===== src/common/axi_chan_pkg.sv =====
// AXI write channel field layout shared by the demultiplexer and its testbench.
// Only the AW, W and B channels are described; the read path is not used.
// No user, cache, prot, qos, region, lock or atop fields are carried.
// Strobe width follows the data width, one bit per byte.

package axi_chan_pkg;

  localparam int unsigned IdWidth   = 4;
  localparam int unsigned AddrWidth = 32;
  localparam int unsigned DataWidth = 32;

  typedef logic [IdWidth-1:0]     id_t;
  typedef logic [AddrWidth-1:0]   addr_t;
  typedef logic [DataWidth-1:0]   data_t;
  typedef logic [DataWidth/8-1:0] strb_t;

  // AW beat, 49 bits
  typedef struct packed {
    id_t        id;
    addr_t      addr;
    logic [7:0] len;
    logic [2:0] size;
    logic [1:0] burst;
  } aw_chan_t;

  // W beat, 37 bits
  typedef struct packed {
    data_t data;
    strb_t strb;
    logic  last;
  } w_chan_t;

  // B response, 6 bits
  typedef struct packed {
    id_t        id;
    logic [1:0] resp;
  } b_chan_t;

endpackage


===== src/common/demux_pkg.sv =====
// Port select type and default configuration of the write demultiplexer.
// SelWidth limits the design to at most four master ports.
// The defaults are picked up by the top-level parameters.

package demux_pkg;

  localparam int unsigned SelWidth = 2;

  // Index of a master port
  typedef logic [SelWidth-1:0] sel_t;

  // ------------------
  // Defaults
  // ------------------
  // Number of master ports, 2 to 4
  localparam int unsigned DefNumMstPorts = 3;
  // Bursts in flight, also the depth of the W select FIFO
  localparam int unsigned DefMaxTrans    = 8;
  // Width of each per-ID outstanding counter
  localparam int unsigned DefCntWidth    = 4;
  // Low ID bits used to detect same-ID ordering hazards
  localparam int unsigned DefLookBits    = 2;

endpackage


===== src/hdl/id_tracker.sv =====
// Outstanding write counters, one per value of the low LookBits ID bits.
// Each counter also remembers the port of the last burst pushed with that ID.
// full_o rises as soon as any counter reaches its maximum value.
// A push and a pop of the same counter in one cycle cancel out.

`timescale 1ns/100ps

module id_tracker #(
  parameter int unsigned LookBits = demux_pkg::DefLookBits,
  parameter int unsigned CntWidth = demux_pkg::DefCntWidth
) (
  input  logic                clk_i,
  input  logic                rst_ni,
  input  logic [LookBits-1:0] lookup_id_i,
  output demux_pkg::sel_t     lookup_sel_o,
  output logic                lookup_busy_o,
  output logic                full_o,
  input  logic                push_i,
  input  logic [LookBits-1:0] push_id_i,
  input  demux_pkg::sel_t     push_sel_i,
  input  logic                pop_i,
  input  logic [LookBits-1:0] pop_id_i
);

  import demux_pkg::*;

  localparam int unsigned NumCnt = 2 ** LookBits;

  typedef logic [CntWidth-1:0] cnt_t;

  cnt_t              cnt_q [NumCnt];
  sel_t              sel_q [NumCnt];
  logic [NumCnt-1:0] cnt_full;

  // ------------------
  // Lookup
  // ------------------
  assign lookup_sel_o  = sel_q[lookup_id_i];
  assign lookup_busy_o = (cnt_q[lookup_id_i] != '0);
  assign full_o        = |cnt_full;

  // ------------------
  // Counters
  // ------------------
  for (genvar i = 0; i < NumCnt; i++) begin : gen_cnt
    logic push_en;
    logic pop_en;

    assign push_en     = push_i && (push_id_i == LookBits'(i));
    assign pop_en      = pop_i && (pop_id_i == LookBits'(i));
    assign cnt_full[i] = &cnt_q[i];

    always_ff @(posedge clk_i, negedge rst_ni) begin : proc_cnt
      if (!rst_ni) begin
        cnt_q[i] <= '0;
        sel_q[i] <= '0;
      end else begin
        if (push_en && !pop_en) begin
          cnt_q[i] <= cnt_q[i] + 1'b1;
        end else if (pop_en && !push_en) begin
          cnt_q[i] <= cnt_q[i] - 1'b1;
        end
        if (push_en) begin
          sel_q[i] <= push_sel_i;
        end
      end
    end
  end

  // A B for an ID with nothing outstanding means a bad response from a port
  a_no_underflow : assert property (@(posedge clk_i) disable iff (!rst_ni)
    pop_i |-> (cnt_q[pop_id_i] != '0));

endmodule


===== src/hdl/sel_fifo.sv =====
// Register FIFO of port selects, one entry per burst still waiting for W data.
// Not fall-through: a pushed entry shows at data_o from the next cycle on.
// Depth may be any value from 1 up.

`timescale 1ns/100ps

module sel_fifo #(
  parameter int unsigned Depth = demux_pkg::DefMaxTrans
) (
  input  logic            clk_i,
  input  logic            rst_ni,
  input  logic            push_i,
  input  demux_pkg::sel_t data_i,
  input  logic            pop_i,
  output demux_pkg::sel_t data_o,
  output logic            full_o,
  output logic            empty_o
);

  import demux_pkg::*;

  localparam int unsigned PtrWidth = (Depth > 1) ? $clog2(Depth) : 1;
  localparam int unsigned CntWidth = $clog2(Depth + 1);

  typedef logic [PtrWidth-1:0] ptr_t;

  sel_t                mem_q [Depth];
  ptr_t                wr_ptr_q;
  ptr_t                rd_ptr_q;
  logic [CntWidth-1:0] count_q;

  function automatic ptr_t ptr_next(ptr_t ptr);
    if (ptr == ptr_t'(Depth - 1)) begin
      return '0;
    end
    return ptr + 1'b1;
  endfunction

  assign full_o  = (count_q == CntWidth'(Depth));
  assign empty_o = (count_q == '0);
  assign data_o  = mem_q[rd_ptr_q];

  always_ff @(posedge clk_i) begin : proc_mem
    if (push_i) begin
      mem_q[wr_ptr_q] <= data_i;
    end
  end

  always_ff @(posedge clk_i, negedge rst_ni) begin : proc_ptr
    if (!rst_ni) begin
      wr_ptr_q <= '0;
      rd_ptr_q <= '0;
      count_q  <= '0;
    end else begin
      if (push_i) begin
        wr_ptr_q <= ptr_next(wr_ptr_q);
      end
      if (pop_i) begin
        rd_ptr_q <= ptr_next(rd_ptr_q);
      end
      if (push_i && !pop_i) begin
        count_q <= count_q + 1'b1;
      end else if (pop_i && !push_i) begin
        count_q <= count_q - 1'b1;
      end
    end
  end

  // Push is gated by the AW side, pop by the W side
  a_no_overflow : assert property (@(posedge clk_i) disable iff (!rst_ni)
    push_i |-> !full_o);
  a_no_underflow : assert property (@(posedge clk_i) disable iff (!rst_ni)
    pop_i |-> !empty_o);

endmodule


===== src/axi_write_demux/aw_issue.sv =====
// AW admission and routing, fully combinational.
// The AW payload goes to every port; only the selected port sees valid.
// An AW waits while the tracker or the select FIFO is full, or while its ID
// is outstanding on a different port.

`timescale 1ns/100ps

module aw_issue #(
  parameter int unsigned NumMstPorts = demux_pkg::DefNumMstPorts
) (
  input  logic                                     clk_i,
  input  logic                                     rst_ni,
  input  axi_chan_pkg::aw_chan_t                   slv_aw_chan_i,
  input  demux_pkg::sel_t                          slv_aw_sel_i,
  input  logic                                     slv_aw_valid_i,
  output logic                                     slv_aw_ready_o,
  output axi_chan_pkg::aw_chan_t [NumMstPorts-1:0] mst_aw_chans_o,
  output logic [NumMstPorts-1:0]                   mst_aw_valids_o,
  input  logic [NumMstPorts-1:0]                   mst_aw_readies_i,
  input  demux_pkg::sel_t                          lookup_sel_i,
  input  logic                                     lookup_busy_i,
  input  logic                                     cnt_full_i,
  input  logic                                     fifo_full_i,
  output logic                                     aw_push_o
);

  import demux_pkg::*;

  logic [NumMstPorts-1:0] sel_onehot;
  logic                   admit;

  for (genvar i = 0; i < NumMstPorts; i++) begin : gen_port
    assign sel_onehot[i]     = (slv_aw_sel_i == sel_t'(i));
    assign mst_aw_chans_o[i] = slv_aw_chan_i;
  end

  // Same ID may only follow on the port it already uses
  assign admit = slv_aw_valid_i && !cnt_full_i && !fifo_full_i &&
                 (!lookup_busy_i || (lookup_sel_i == slv_aw_sel_i));

  assign mst_aw_valids_o = admit ? sel_onehot : '0;
  assign slv_aw_ready_o  = |(mst_aw_valids_o & mst_aw_readies_i);
  assign aw_push_o       = slv_aw_valid_i & slv_aw_ready_o;

  // --------------------
  // Assertions
  // --------------------
  a_sel_range : assert property (@(posedge clk_i) disable iff (!rst_ni)
    slv_aw_valid_i |-> (slv_aw_sel_i < NumMstPorts));

  // Needs a stable slave AW and no tracker or FIFO change without a push
  a_admit_held : assert property (@(posedge clk_i) disable iff (!rst_ni)
    (admit && !slv_aw_ready_o) |=> admit);

endmodule


===== src/axi_write_demux/w_steer.sv =====
// W beat steering. The head of the select FIFO names the port of the oldest
// burst still waiting for data. Nothing passes while the FIFO is empty.
// The head pops on the transfer of a beat with last set.

`timescale 1ns/100ps

module w_steer #(
  parameter int unsigned NumMstPorts = demux_pkg::DefNumMstPorts
) (
  input  axi_chan_pkg::w_chan_t                    slv_w_chan_i,
  input  logic                                     slv_w_valid_i,
  output logic                                     slv_w_ready_o,
  output axi_chan_pkg::w_chan_t [NumMstPorts-1:0]  mst_w_chans_o,
  output logic [NumMstPorts-1:0]                   mst_w_valids_o,
  input  logic [NumMstPorts-1:0]                   mst_w_readies_i,
  input  logic                                     empty_i,
  input  demux_pkg::sel_t                          head_sel_i,
  output logic                                     pop_o
);

  import demux_pkg::*;

  logic [NumMstPorts-1:0] head_onehot;

  for (genvar i = 0; i < NumMstPorts; i++) begin : gen_port
    assign head_onehot[i]   = !empty_i && (head_sel_i == sel_t'(i));
    assign mst_w_chans_o[i] = slv_w_chan_i;
  end

  assign mst_w_valids_o = slv_w_valid_i ? head_onehot : '0;
  assign slv_w_ready_o  = |(head_onehot & mst_w_readies_i);
  assign pop_o          = slv_w_valid_i & slv_w_ready_o & slv_w_chan_i.last;

endmodule


===== src/axi_write_demux/b_arbiter.sv =====
// Round-robin arbiter for the B responses of the master ports.
// The grant is held while the slave side stalls, so the B payload stays put.
// After each transfer the priority moves to the port after the winner.

`timescale 1ns/100ps

module b_arbiter #(
  parameter int unsigned NumMstPorts = demux_pkg::DefNumMstPorts
) (
  input  logic                                     clk_i,
  input  logic                                     rst_ni,
  input  axi_chan_pkg::b_chan_t [NumMstPorts-1:0]  mst_b_chans_i,
  input  logic [NumMstPorts-1:0]                   mst_b_valids_i,
  output logic [NumMstPorts-1:0]                   mst_b_readies_o,
  output axi_chan_pkg::b_chan_t                    slv_b_chan_o,
  output logic                                     slv_b_valid_o,
  input  logic                                     slv_b_ready_i
);

  import demux_pkg::*;

  sel_t prio_q;
  sel_t lock_idx_q;
  logic lock_q;
  sel_t rr_idx;
  sel_t gnt_idx;
  logic any_req;

  // First requester at or after the priority pointer
  always_comb begin : proc_rr_pick
    int unsigned cand;
    rr_idx  = prio_q;
    any_req = 1'b0;
    for (int unsigned k = 0; k < NumMstPorts; k++) begin
      cand = prio_q + k;
      if (cand >= NumMstPorts) begin
        cand = cand - NumMstPorts;
      end
      if (!any_req && mst_b_valids_i[cand]) begin
        any_req = 1'b1;
        rr_idx  = sel_t'(cand);
      end
    end
  end

  assign gnt_idx       = lock_q ? lock_idx_q : rr_idx;
  assign slv_b_valid_o = lock_q ? mst_b_valids_i[lock_idx_q] : any_req;
  assign slv_b_chan_o  = mst_b_chans_i[gnt_idx];

  for (genvar i = 0; i < NumMstPorts; i++) begin : gen_ready
    assign mst_b_readies_o[i] = slv_b_valid_o && slv_b_ready_i && (gnt_idx == sel_t'(i));
  end

  always_ff @(posedge clk_i, negedge rst_ni) begin : proc_state
    if (!rst_ni) begin
      prio_q     <= '0;
      lock_idx_q <= '0;
      lock_q     <= 1'b0;
    end else begin
      lock_q     <= slv_b_valid_o && !slv_b_ready_i;
      lock_idx_q <= gnt_idx;
      if (slv_b_valid_o && slv_b_ready_i) begin
        prio_q <= (gnt_idx == sel_t'(NumMstPorts - 1)) ? '0 : gnt_idx + 1'b1;
      end
    end
  end

  // Holds only if the granted master keeps its B stable until accepted
  a_b_stable : assert property (@(posedge clk_i) disable iff (!rst_ni)
    (slv_b_valid_o && !slv_b_ready_i) |=> (slv_b_valid_o && $stable(slv_b_chan_o)));

endmodule


===== src/axi_write_demux/axi_write_demux.sv =====
// Write-path demultiplexer: one slave AW/W/B port to NumMstPorts master ports.
// slv_aw_sel_i must be below NumMstPorts and stable while slv_aw_valid_i is high.
// W beats must come in AW order; the first beat may go the cycle after its AW.
// An AW is held while its low LookBits ID bits are outstanding on another port.
// LookBits must not exceed the AXI ID width. No read path is provided.

`timescale 1ns/100ps

module axi_write_demux #(
  parameter int unsigned NumMstPorts = demux_pkg::DefNumMstPorts,
  parameter int unsigned MaxTrans    = demux_pkg::DefMaxTrans,
  parameter int unsigned CntWidth    = demux_pkg::DefCntWidth,
  parameter int unsigned LookBits    = demux_pkg::DefLookBits
) (
  input  logic                                     clk_i,
  input  logic                                     rst_ni,
  // Slave port
  input  axi_chan_pkg::aw_chan_t                   slv_aw_chan_i,
  input  demux_pkg::sel_t                          slv_aw_sel_i,
  input  logic                                     slv_aw_valid_i,
  output logic                                     slv_aw_ready_o,
  input  axi_chan_pkg::w_chan_t                    slv_w_chan_i,
  input  logic                                     slv_w_valid_i,
  output logic                                     slv_w_ready_o,
  output axi_chan_pkg::b_chan_t                    slv_b_chan_o,
  output logic                                     slv_b_valid_o,
  input  logic                                     slv_b_ready_i,
  // Master ports
  output axi_chan_pkg::aw_chan_t [NumMstPorts-1:0] mst_aw_chans_o,
  output logic [NumMstPorts-1:0]                   mst_aw_valids_o,
  input  logic [NumMstPorts-1:0]                   mst_aw_readies_i,
  output axi_chan_pkg::w_chan_t [NumMstPorts-1:0]  mst_w_chans_o,
  output logic [NumMstPorts-1:0]                   mst_w_valids_o,
  input  logic [NumMstPorts-1:0]                   mst_w_readies_i,
  input  axi_chan_pkg::b_chan_t [NumMstPorts-1:0]  mst_b_chans_i,
  input  logic [NumMstPorts-1:0]                   mst_b_valids_i,
  output logic [NumMstPorts-1:0]                   mst_b_readies_o
);

  import demux_pkg::*;

  logic aw_push;
  sel_t lookup_sel;
  logic lookup_busy;
  logic cnt_full;
  logic fifo_full;
  logic fifo_empty;
  sel_t head_sel;
  logic w_pop;

  // --------------------
  // AW path
  // --------------------
  aw_issue #(
    .NumMstPorts (NumMstPorts)
  ) i_aw_issue (
    .clk_i            (clk_i),
    .rst_ni           (rst_ni),
    .slv_aw_chan_i    (slv_aw_chan_i),
    .slv_aw_sel_i     (slv_aw_sel_i),
    .slv_aw_valid_i   (slv_aw_valid_i),
    .slv_aw_ready_o   (slv_aw_ready_o),
    .mst_aw_chans_o   (mst_aw_chans_o),
    .mst_aw_valids_o  (mst_aw_valids_o),
    .mst_aw_readies_i (mst_aw_readies_i),
    .lookup_sel_i     (lookup_sel),
    .lookup_busy_i    (lookup_busy),
    .cnt_full_i       (cnt_full),
    .fifo_full_i      (fifo_full),
    .aw_push_o        (aw_push)
  );

  // Counters pop on every accepted B
  id_tracker #(
    .LookBits (LookBits),
    .CntWidth (CntWidth)
  ) i_id_tracker (
    .clk_i         (clk_i),
    .rst_ni        (rst_ni),
    .lookup_id_i   (slv_aw_chan_i.id[LookBits-1:0]),
    .lookup_sel_o  (lookup_sel),
    .lookup_busy_o (lookup_busy),
    .full_o        (cnt_full),
    .push_i        (aw_push),
    .push_id_i     (slv_aw_chan_i.id[LookBits-1:0]),
    .push_sel_i    (slv_aw_sel_i),
    .pop_i         (slv_b_valid_o & slv_b_ready_i),
    .pop_id_i      (slv_b_chan_o.id[LookBits-1:0])
  );

  // --------------------
  // W path
  // --------------------
  sel_fifo #(
    .Depth (MaxTrans)
  ) i_sel_fifo (
    .clk_i   (clk_i),
    .rst_ni  (rst_ni),
    .push_i  (aw_push),
    .data_i  (slv_aw_sel_i),
    .pop_i   (w_pop),
    .data_o  (head_sel),
    .full_o  (fifo_full),
    .empty_o (fifo_empty)
  );

  w_steer #(
    .NumMstPorts (NumMstPorts)
  ) i_w_steer (
    .slv_w_chan_i    (slv_w_chan_i),
    .slv_w_valid_i   (slv_w_valid_i),
    .slv_w_ready_o   (slv_w_ready_o),
    .mst_w_chans_o   (mst_w_chans_o),
    .mst_w_valids_o  (mst_w_valids_o),
    .mst_w_readies_i (mst_w_readies_i),
    .empty_i         (fifo_empty),
    .head_sel_i      (head_sel),
    .pop_o           (w_pop)
  );

  // --------------------
  // B path
  // --------------------
  b_arbiter #(
    .NumMstPorts (NumMstPorts)
  ) i_b_arbiter (
    .clk_i           (clk_i),
    .rst_ni          (rst_ni),
    .mst_b_chans_i   (mst_b_chans_i),
    .mst_b_valids_i  (mst_b_valids_i),
    .mst_b_readies_o (mst_b_readies_o),
    .slv_b_chan_o    (slv_b_chan_o),
    .slv_b_valid_o   (slv_b_valid_o),
    .slv_b_ready_i   (slv_b_ready_i)
  );

endmodule


===== config.mk =====
export PLATFORM = sky130hd
export DESIGN_NAME = axi_write_demux
export DESIGN_NICKNAME = d
export VERILOG_FILES = /design/src/common/axi_chan_pkg.sv /design/src/common/demux_pkg.sv /design/src/hdl/id_tracker.sv /design/src/hdl/sel_fifo.sv /design/src/axi_write_demux/aw_issue.sv /design/src/axi_write_demux/w_steer.sv /design/src/axi_write_demux/b_arbiter.sv /design/src/axi_write_demux/axi_write_demux.sv
export SDC_FILE = /design/constraint.sdc
export NUM_CORES = 1
export LEC_CHECK = 0
export BUFFER_PORTS_ARGS = -buffer_cell sky130_fd_sc_hd__clkbuf_2
export CORE_AREA = 4 4 150 152
export DETAILED_ROUTE_END_ITERATION = 10
export DIE_AREA = 0 0 154 156
export PLACE_DENSITY_LB_ADDON = 0.3
export SKIP_CTS_REPAIR_TIMING = 1
export SYNTH_ARGS = -nofsm -noshare
export SYNTH_HDL_FRONTEND = slang
export SYNTH_SLANG_ARGS = --single-unit

===== constraint.sdc =====
create_clock -name clk_i -period 4.46 [get_ports clk_i]
set_clock_uncertainty 0.15 [all_clocks]
set_input_delay 0.223 -clock clk_i [delete_from_list [all_inputs] [get_ports clk_i]]
set_output_delay 0.223 -clock clk_i [all_outputs]
set_load 0.1 [all_outputs]

==> flow_metrics.py, run 1 <==
metrics = {
    "status": {
        "outcome": "finished, violations left",
        "failed_checks": "negative hold slack",
    },
    "sta": {
        "rsz0062_at_grt": "no",
        "finalHoldViolCount": 39,
        "drv_slew": 0,
        "setup_viol": 0,
        "worstMarginPinSlew_ps": 1060,
        "finalCritPeriodShare": 0.938,
        "holdWs_ps": -46.5,
        "min_period_ps": 4180,
        "final.setup.tns_ps": 0,
        "slew_headroom": 0.290,
        "clock.fmax_mhz": 239,
    },
    "floorplanning": {
        "die_h_um": 156,
        "dieArea_um2": 24000,
        "io_pins": 396,
        "start_util": 0.259,
        "fp.coreArea_um2": 21000,
        "rows": 53,
        "fp.dieW_um": 154,
    },
    "power": {
        "ir_worst_vdd_v": 0.00117,
        "leakagePower_nw": 1.78,
        "power.density_nw_per_um2": 804,
    },
    "placed_design": {
        "place_hpwl_um": 9410,
        "place_inst": 645,
        "globalplace.congestion": 0.783,
        "port_buffers": 63,
    },
    "setup_path": {
        "crit_path_end_kind": "register",
        "worst_r2r_endpoint": "i_id_tracker.cnt_q[15]",
        "reg2reg_from": "i_b_arbiter.prio_q[1]",
        "path_max_fanout": 13,
        "crit_required_ps": 4500,
        "r2r_slack_ps": 280,
        "critPathLaunchType": "register",
        "cp.arrival_ps": 4220,
        "r2r_cells": 17,
        "worstSetupPathType": "reg -> reg",
    },
    "global_routing": {
        "grt.busiest_layer": "met2",
        "overflow": 0,
        "use_met3": 0.0699,
        "grt_max_degree": 40,
        "grt_first_pass_wirelength_um": 17100,
        "grt_use_met2": 0.140,
        "antenna_found_initial": 0,
        "met1_usage": 0.0931,
        "grt.total_usage": 0.0906,
        "grt_pass1_vias": 2914,
    },
    "route": {
        "vias": 2860,
        "wire_per_inst_um": 17.8,
        "wirelength_um": 11600,
        "drc": 0,
        "viasPerCell": 4.37,
        "drtPass1Iterations": 4,
        "drtAntennaViolNets": 0,
        "drtIter0Drc": 148,
    },
    "synthesis": {
        "seq_area_frac_synth": 0.267,
        "synth_top_area_cell": "buf_4",
        "synthesis.instances": 577,
        "syn-num-nets": 723,
        "synth_common_cells": "259 x buf_4, 39 x dfrtp_1, 21 x ha_1, 21 x nand2_1, 17 x xnor2_1",
        "synth_cell_types": 56,
        "yosysMostFrequentCell": "buf_4",
        "netlist_area_um2": 5450,
        "syn_avg_cell_area_um2": 9.45,
        "synth.area.top_cells": "buf_4 36%, dfrtp_1 18%, edfxtp_1 8.8%",
        "synth_edf_count": 16,
        "yosys.area.top_type_share": 0.357,
        "synthArstFlopShare": 0.709,
        "ys_ff_latch": 55,
        "synth_ff_type": "dfrtp_1",
        "yosysWarnings": 0,
    },
    "layout": {
        "area_growth_pct": -21.1,
        "nets": 524,
        "diodes": 0,
        "final_cells": 654,
        "nFillCells": 2278,
        "drive_gt1_frac": 0.277,
    },
    "clock_tree": {
        "clk-insertion-delay-late_ps": 300,
        "cts_tree": "yes",
        "cts_root_buffer": "clkbuf_16",
        "htreeDepth": 2,
        "clockBufferDepth": 2,
        "cts.sinks": 55,
        "clk_pin_slew_ps": 70,
        "cts_made_buffers": 5,
    },
    "flow_run": {
        "cap_viol_max_count": 0,
    },
    "min_path": {
        "hold_path_class": "in -> async",
    },
}
worst max-delay path by stage:
stage | start | endpoint | cells after the start
2_1_floorplan | i_b_arbiter.prio_q[0] | mst_b_readies_o[0] | 10
3_3_place_gp | i_b_arbiter.prio_q[0] | i_id_tracker.cnt_q[15] | 18
3_5_place_dp | i_b_arbiter.prio_q[0] | i_id_tracker.cnt_q[15] | 18
4_1_cts | i_b_arbiter.prio_q[0] | i_id_tracker.cnt_q[15] | 18
5_1_grt | i_b_arbiter.prio_q[1] | i_id_tracker.cnt_q[15] | 17
6_report | i_b_arbiter.prio_q[1] | i_id_tracker.cnt_q[15] | 17
per-stage QoR:
stage          instance area (um2)  total power, mW  utilization  setup slack [ps]
2_1_floorplan                 5480             3.75            -               175
3_3_place_gp                  4130             3.00        0.197               311
3_5_place_dp                  4130             3.05        0.197               162
4_1_cts                       4280             3.48        0.204               141
5_1_grt                       4310             3.70        0.205              31.0
6_report                      4310             3.46        0.205               276
layout make-up:
| cell class | count | area, um2 | share of cell area |
|---|---|---|---|
| multi-input combinational | 234 | 1960 | 0.456 |
| sequential | 55 | 1460 | 0.338 |
| tap | 275 | 344 | 0.0799 |
| timing repair buffer | 64 | 325 | 0.0756 |
| clock buffer | 5 | 125 | 0.0291 |
| inverter | 18 | 67.6 | 0.0157 |
| clock inverter | 3 | 22.5 | 0.00523 |
metal layers:
metal / vias to the layer above / wire [um] / part of all wire
li1: 1288 / - / -
met1: 1272 / 4110 / 0.35
met2: 272 / 5310 / 0.46
met3: 26 / 1910 / 0.16
met4: 2 / 263 / 0.023
met5: - / 57 / 0.0049
flip-flops by register name (all words and copies together) (netlist names):
name	cells
i_sel_fifo.rd_ptr_q	3
i_b_arbiter.lock_idx_q	2
i_b_arbiter.lock_q	1
i_sel_fifo.count_q	4
i_sel_fifo.mem_q	16
i_id_tracker.cnt_q	16
i_b_arbiter.prio_q	2
i_id_tracker.sel_q	8
i_sel_fifo.wr_ptr_q	3
critical path, cell delays in order, from the launching register on:
cell and delay (ps):
dfrtp_1 430, inv_1 90, ha_2 320, nor2b_1 270, o21a_1 190, nor3_1 60, o31ai_2 350, and2_1 400
o221ai_4 170, or3_1 400, ha_1 210, inv_1 120, ha_1 240, a21o_1 170, a21oi_1 160, xnor2_1 140
nor2_1 60, xor2_1 140
report_power, final:
group / switching, mW / total (mW) / internal, mW
clock network: 0.198 / 0.409 / 0.211
logic: 1.45 / 2.15 / 0.698
registers: 0.212 / 0.901 / 0.689
cell families after synthesis:
logic type | Yosys count | synth area share
DFF | 55 | 0.267
muxes | 27 | 0.0684
adders and majority gates | 26 | 0.0665
and+or+nand+nor | 102 | 0.105
xor gates and xnor gates | 22 | 0.0353
buffers and inverters | 288 | 0.380
AOI/OAI and AO/OA | 57 | 0.0778
cells in the final DEF (no fill, tap or decap), types with 2 or more instances in the layout:
master / Yosys / layout
nor3b_1: 3 / 3
nor2_1: 14 / 14
o221ai_4: 0 / 2
nand4_1: 7 / 7
inv_2: 2 / 2
nor3_1: 6 / 6
nand3b_1: 4 / 4
a21oi_1: 8 / 8
nor2b_1: 10 / 10
clkbuf_2: 0 / 63
clkbuf_16: 0 / 5
nand2_1: 21 / 21
a21o_1: 6 / 6
and2_1: 3 / 3
dfrtp_1: 39 / 39
inv_1: 16 / 16
xnor2_1: 17 / 17
or2_2: 3 / 3
mux4_2: 6 / 6
nand3_1: 7 / 7
o22ai_1: 4 / 4
nand3_2: 3 / 3
mux2i_1: 11 / 11
nor4b_1: 2 / 2
fa_1: 5 / 5
nor4_1: 6 / 6
o2bb2ai_1: 12 / 12
nand2b_1: 6 / 6
edfxtp_1: 16 / 16
mux2_2: 9 / 9
ha_1: 21 / 19
o21ai_0: 12 / 11
xor2_1: 5 / 5
(Power assumes the default switching activity.)
==> run 2, diff against run 1 <==
--- a/config.mk
+++ b/config.mk
@@ -6,9 +6,9 @@
 export NUM_CORES = 1
 export LEC_CHECK = 0
 export BUFFER_PORTS_ARGS = -buffer_cell sky130_fd_sc_hd__clkbuf_2
-export CORE_AREA = 4 4 150 152
+export CORE_MARGIN = 4
+export CORE_UTILIZATION = 25
 export DETAILED_ROUTE_END_ITERATION = 10
-export DIE_AREA = 0 0 154 156
 export PLACE_DENSITY_LB_ADDON = 0.3
 export SKIP_CTS_REPAIR_TIMING = 1
 export SYNTH_ARGS = -nofsm -noshare
==> flow_metrics.py, run 2 (synthesis gave the netlist of run 1 again) <==
metrics = {
    "status": {
        "outcome": "finished, violations left",
        "failed_checks": "negative hold slack",
    },
    "global_routing": {
        "antenna_found_initial": 0,
        "grt_first_pass_wirelength_um": 18300,
        "grt_pass1_vias": 2999,
        "grt.total_usage": 0.0978,
        "overflow": 0,
        "grt_max_degree": 40,
    },
    "clock_tree": {
        "clockBufferDepth": 2,
        "cts.sinks": 55,
        "cts_made_buffers": 5,
        "clk_pin_slew_ps": 80,
        "cts_root_buffer": "clkbuf_16",
        "htreeDepth": 2,
        "clk-insertion-delay-late_ps": 310,
        "cts_tree": "yes",
    },
    "sta": {
        "finalHoldViolCount": 39,
        "drv_slew": 0,
        "rsz0062_at_grt": "no",
        "final.setup.tns_ps": 0,
        "clock.fmax_mhz": 244,
        "holdWs_ps": -61.1,
        "setup_viol": 0,
        "finalCritPeriodShare": 0.921,
        "worstMarginPinSlew_ps": 1050,
        "min_period_ps": 4110,
        "slew_headroom": 0.298,
    },
    "layout": {
        "nets": 524,
        "drive_gt1_frac": 0.280,
        "final_common_cell": "clkbuf_2",
        "fin_area_um2": 4320,
        "reg.largest.list": "i_id_tracker.cnt_q x16, i_sel_fifo.mem_q x16, i_id_tracker.sel_q x8",
        "fin_util": 0.203,
        "diodes": 0,
        "final_cell_mix": "63 x clkbuf_2, 39 x dfrtp_1, 21 x nand2_1",
        "area_growth_pct": -20.9,
        "nFillCells": 2333,
    },
    "placed_design": {
        "port_buffers": 63,
        "placed_area_um2": 4130,
        "place_hpwl_um": 10200,
        "globalplace.congestion": 0.754,
    },
    "power": {
        "leakagePower_nw": 1.79,
        "power.density_nw_per_um2": 807,
        "ir_worst_vdd_v": 0.000989,
    },
    "flow_run": {
        "cap_viol_max_count": 0,
    },
    "floorplanning": {
        "io_pins": 396,
        "start_util": 0.257,
        "fp.dieW_um": 156,
        "rows": 53,
        "dieArea_um2": 24200,
        "die_h_um": 156,
        "fp.coreArea_um2": 21200,
    },
    "route": {
        "wirelength_um": 12300,
        "drtAntennaViolNets": 0,
        "drtIter0Drc": 124,
        "drc": 0,
        "viasPerCell": 4.38,
        "wire_per_inst_um": 18.9,
        "vias": 2867,
        "drtPass1Iterations": 4,
    },
    "setup_path": {
        "critPathLaunchType": "register",
        "cp_slowest_cell": "or4_4",
        "crit_path_end_kind": "register",
        "crit_required_ps": 4510,
        "cp.arrival_ps": 4150,
        "worstSetupPathType": "reg -> reg",
        "max_stage_delay_ps": 490,
        "path_max_fanout": 13,
        "crit_chain": "inv_1 > ha_4 > mux2i_1 > o22ai_1 > or4_4 > nand3_2 > inv_2 > nand3_2 > o221ai_4 > or3_1 > ha_1 > inv_1 > ha_1 > a21o_1 > a21oi_1 > xnor2_1 > nor2_1 > xor2_1",
    },
    "min_path": {
        "hold_path_class": "in -> async",
    },
}
==> run 2: changes by cell type in the layout (fill, tap and decap cells not counted) <==
| cell | previous run | this run |
|---|---|---|
| and2_2 | 0 | 1 |
| clkinv_4 | 1 | 0 |
| clkinv_2 | 1 | 0 |
| and2_1 | 3 | 2 |
| inv_8 | 0 | 2 |
==> run 2: layout make-up <==
| class | count | area (um2) | area share |
|---|---|---|---|
| multi-input combinational | 234 | 1970 | 0.455 |
| sequential | 55 | 1460 | 0.337 |
| tap | 275 | 344 | 0.0797 |
| timing repair buffer | 64 | 325 | 0.0754 |
| clock buffer | 5 | 125 | 0.0290 |
| inverter | 18 | 67.6 | 0.0157 |
| clock inverter | 3 | 31.3 | 0.00725 |
==> run 2: final timing paths <==
kind                                        from                         to  slack (ps)  depth (start not counted)
setup / recovery           i_b_arbiter.prio_q[0]     i_id_tracker.cnt_q[15]         350                         18
hold / removal                            rst_ni  i_b_arbiter.lock_idx_q[1]         -60                          1
setup reg to reg           i_b_arbiter.prio_q[0]     i_id_tracker.cnt_q[15]         350                         18
hold reg to reg            i_id_tracker.sel_q[7]      i_id_tracker.sel_q[7]         340                          1
max in group asynchronous                 rst_ni      i_id_tracker.cnt_q[8]        3560                          1
min in group clk_i           mst_aw_readies_i[2]      i_id_tracker.sel_q[5]         140                          3
==> run 2: critical path: cells and delay by family, from the launching register on <==
kind | cells | cell delay, ps
compound gates | 4 | 610
xor+xnor | 2 | 280
flops | 1 | 360
fa+ha+maj | 3 | 810
mux | 1 | 250
simple gates | 5 | 1240
buf+inv | 3 | 290
==> run 2: metal layers <==
layer / wire length [um] / up-vias / global-route usage
met3: 1910 / 21 / 0.0696
met5: 97 / - / 0.0317
met1: 4090 / 1294 / 0.0977
met2: 6110 / 261 / 0.165
met4: 134 / 4 / 0.0196
li1: - / 1287 / -
==> run 2: report_power, final <==
group | switching (mW) | leakage [nW] | total, mW | internal, mW
registers | 0.213 | 0.630 | 0.901 | 0.688
clock network | 0.219 | 0.0782 | 0.438 | 0.219
logic | 1.44 | 1.08 | 2.14 | 0.697
total | 1.88 | 1.79 | 3.48 | 1.61
==> run 2: through the flow <==
stage | setup slack [ps] | cells | power (mW) | hold slack [ps]
2_1_floorplan | 175 | 577 | 3.75 | -223
3_3_place_gp | 285 | 645 | 3.01 | 274
3_5_place_dp | 147 | 645 | 3.06 | 285
4_1_cts | 125 | 653 | 3.50 | -48.9
5_1_grt | 66.1 | 654 | 3.75 | 22.6
6_report | 354 | 654 | 3.48 | -61.1
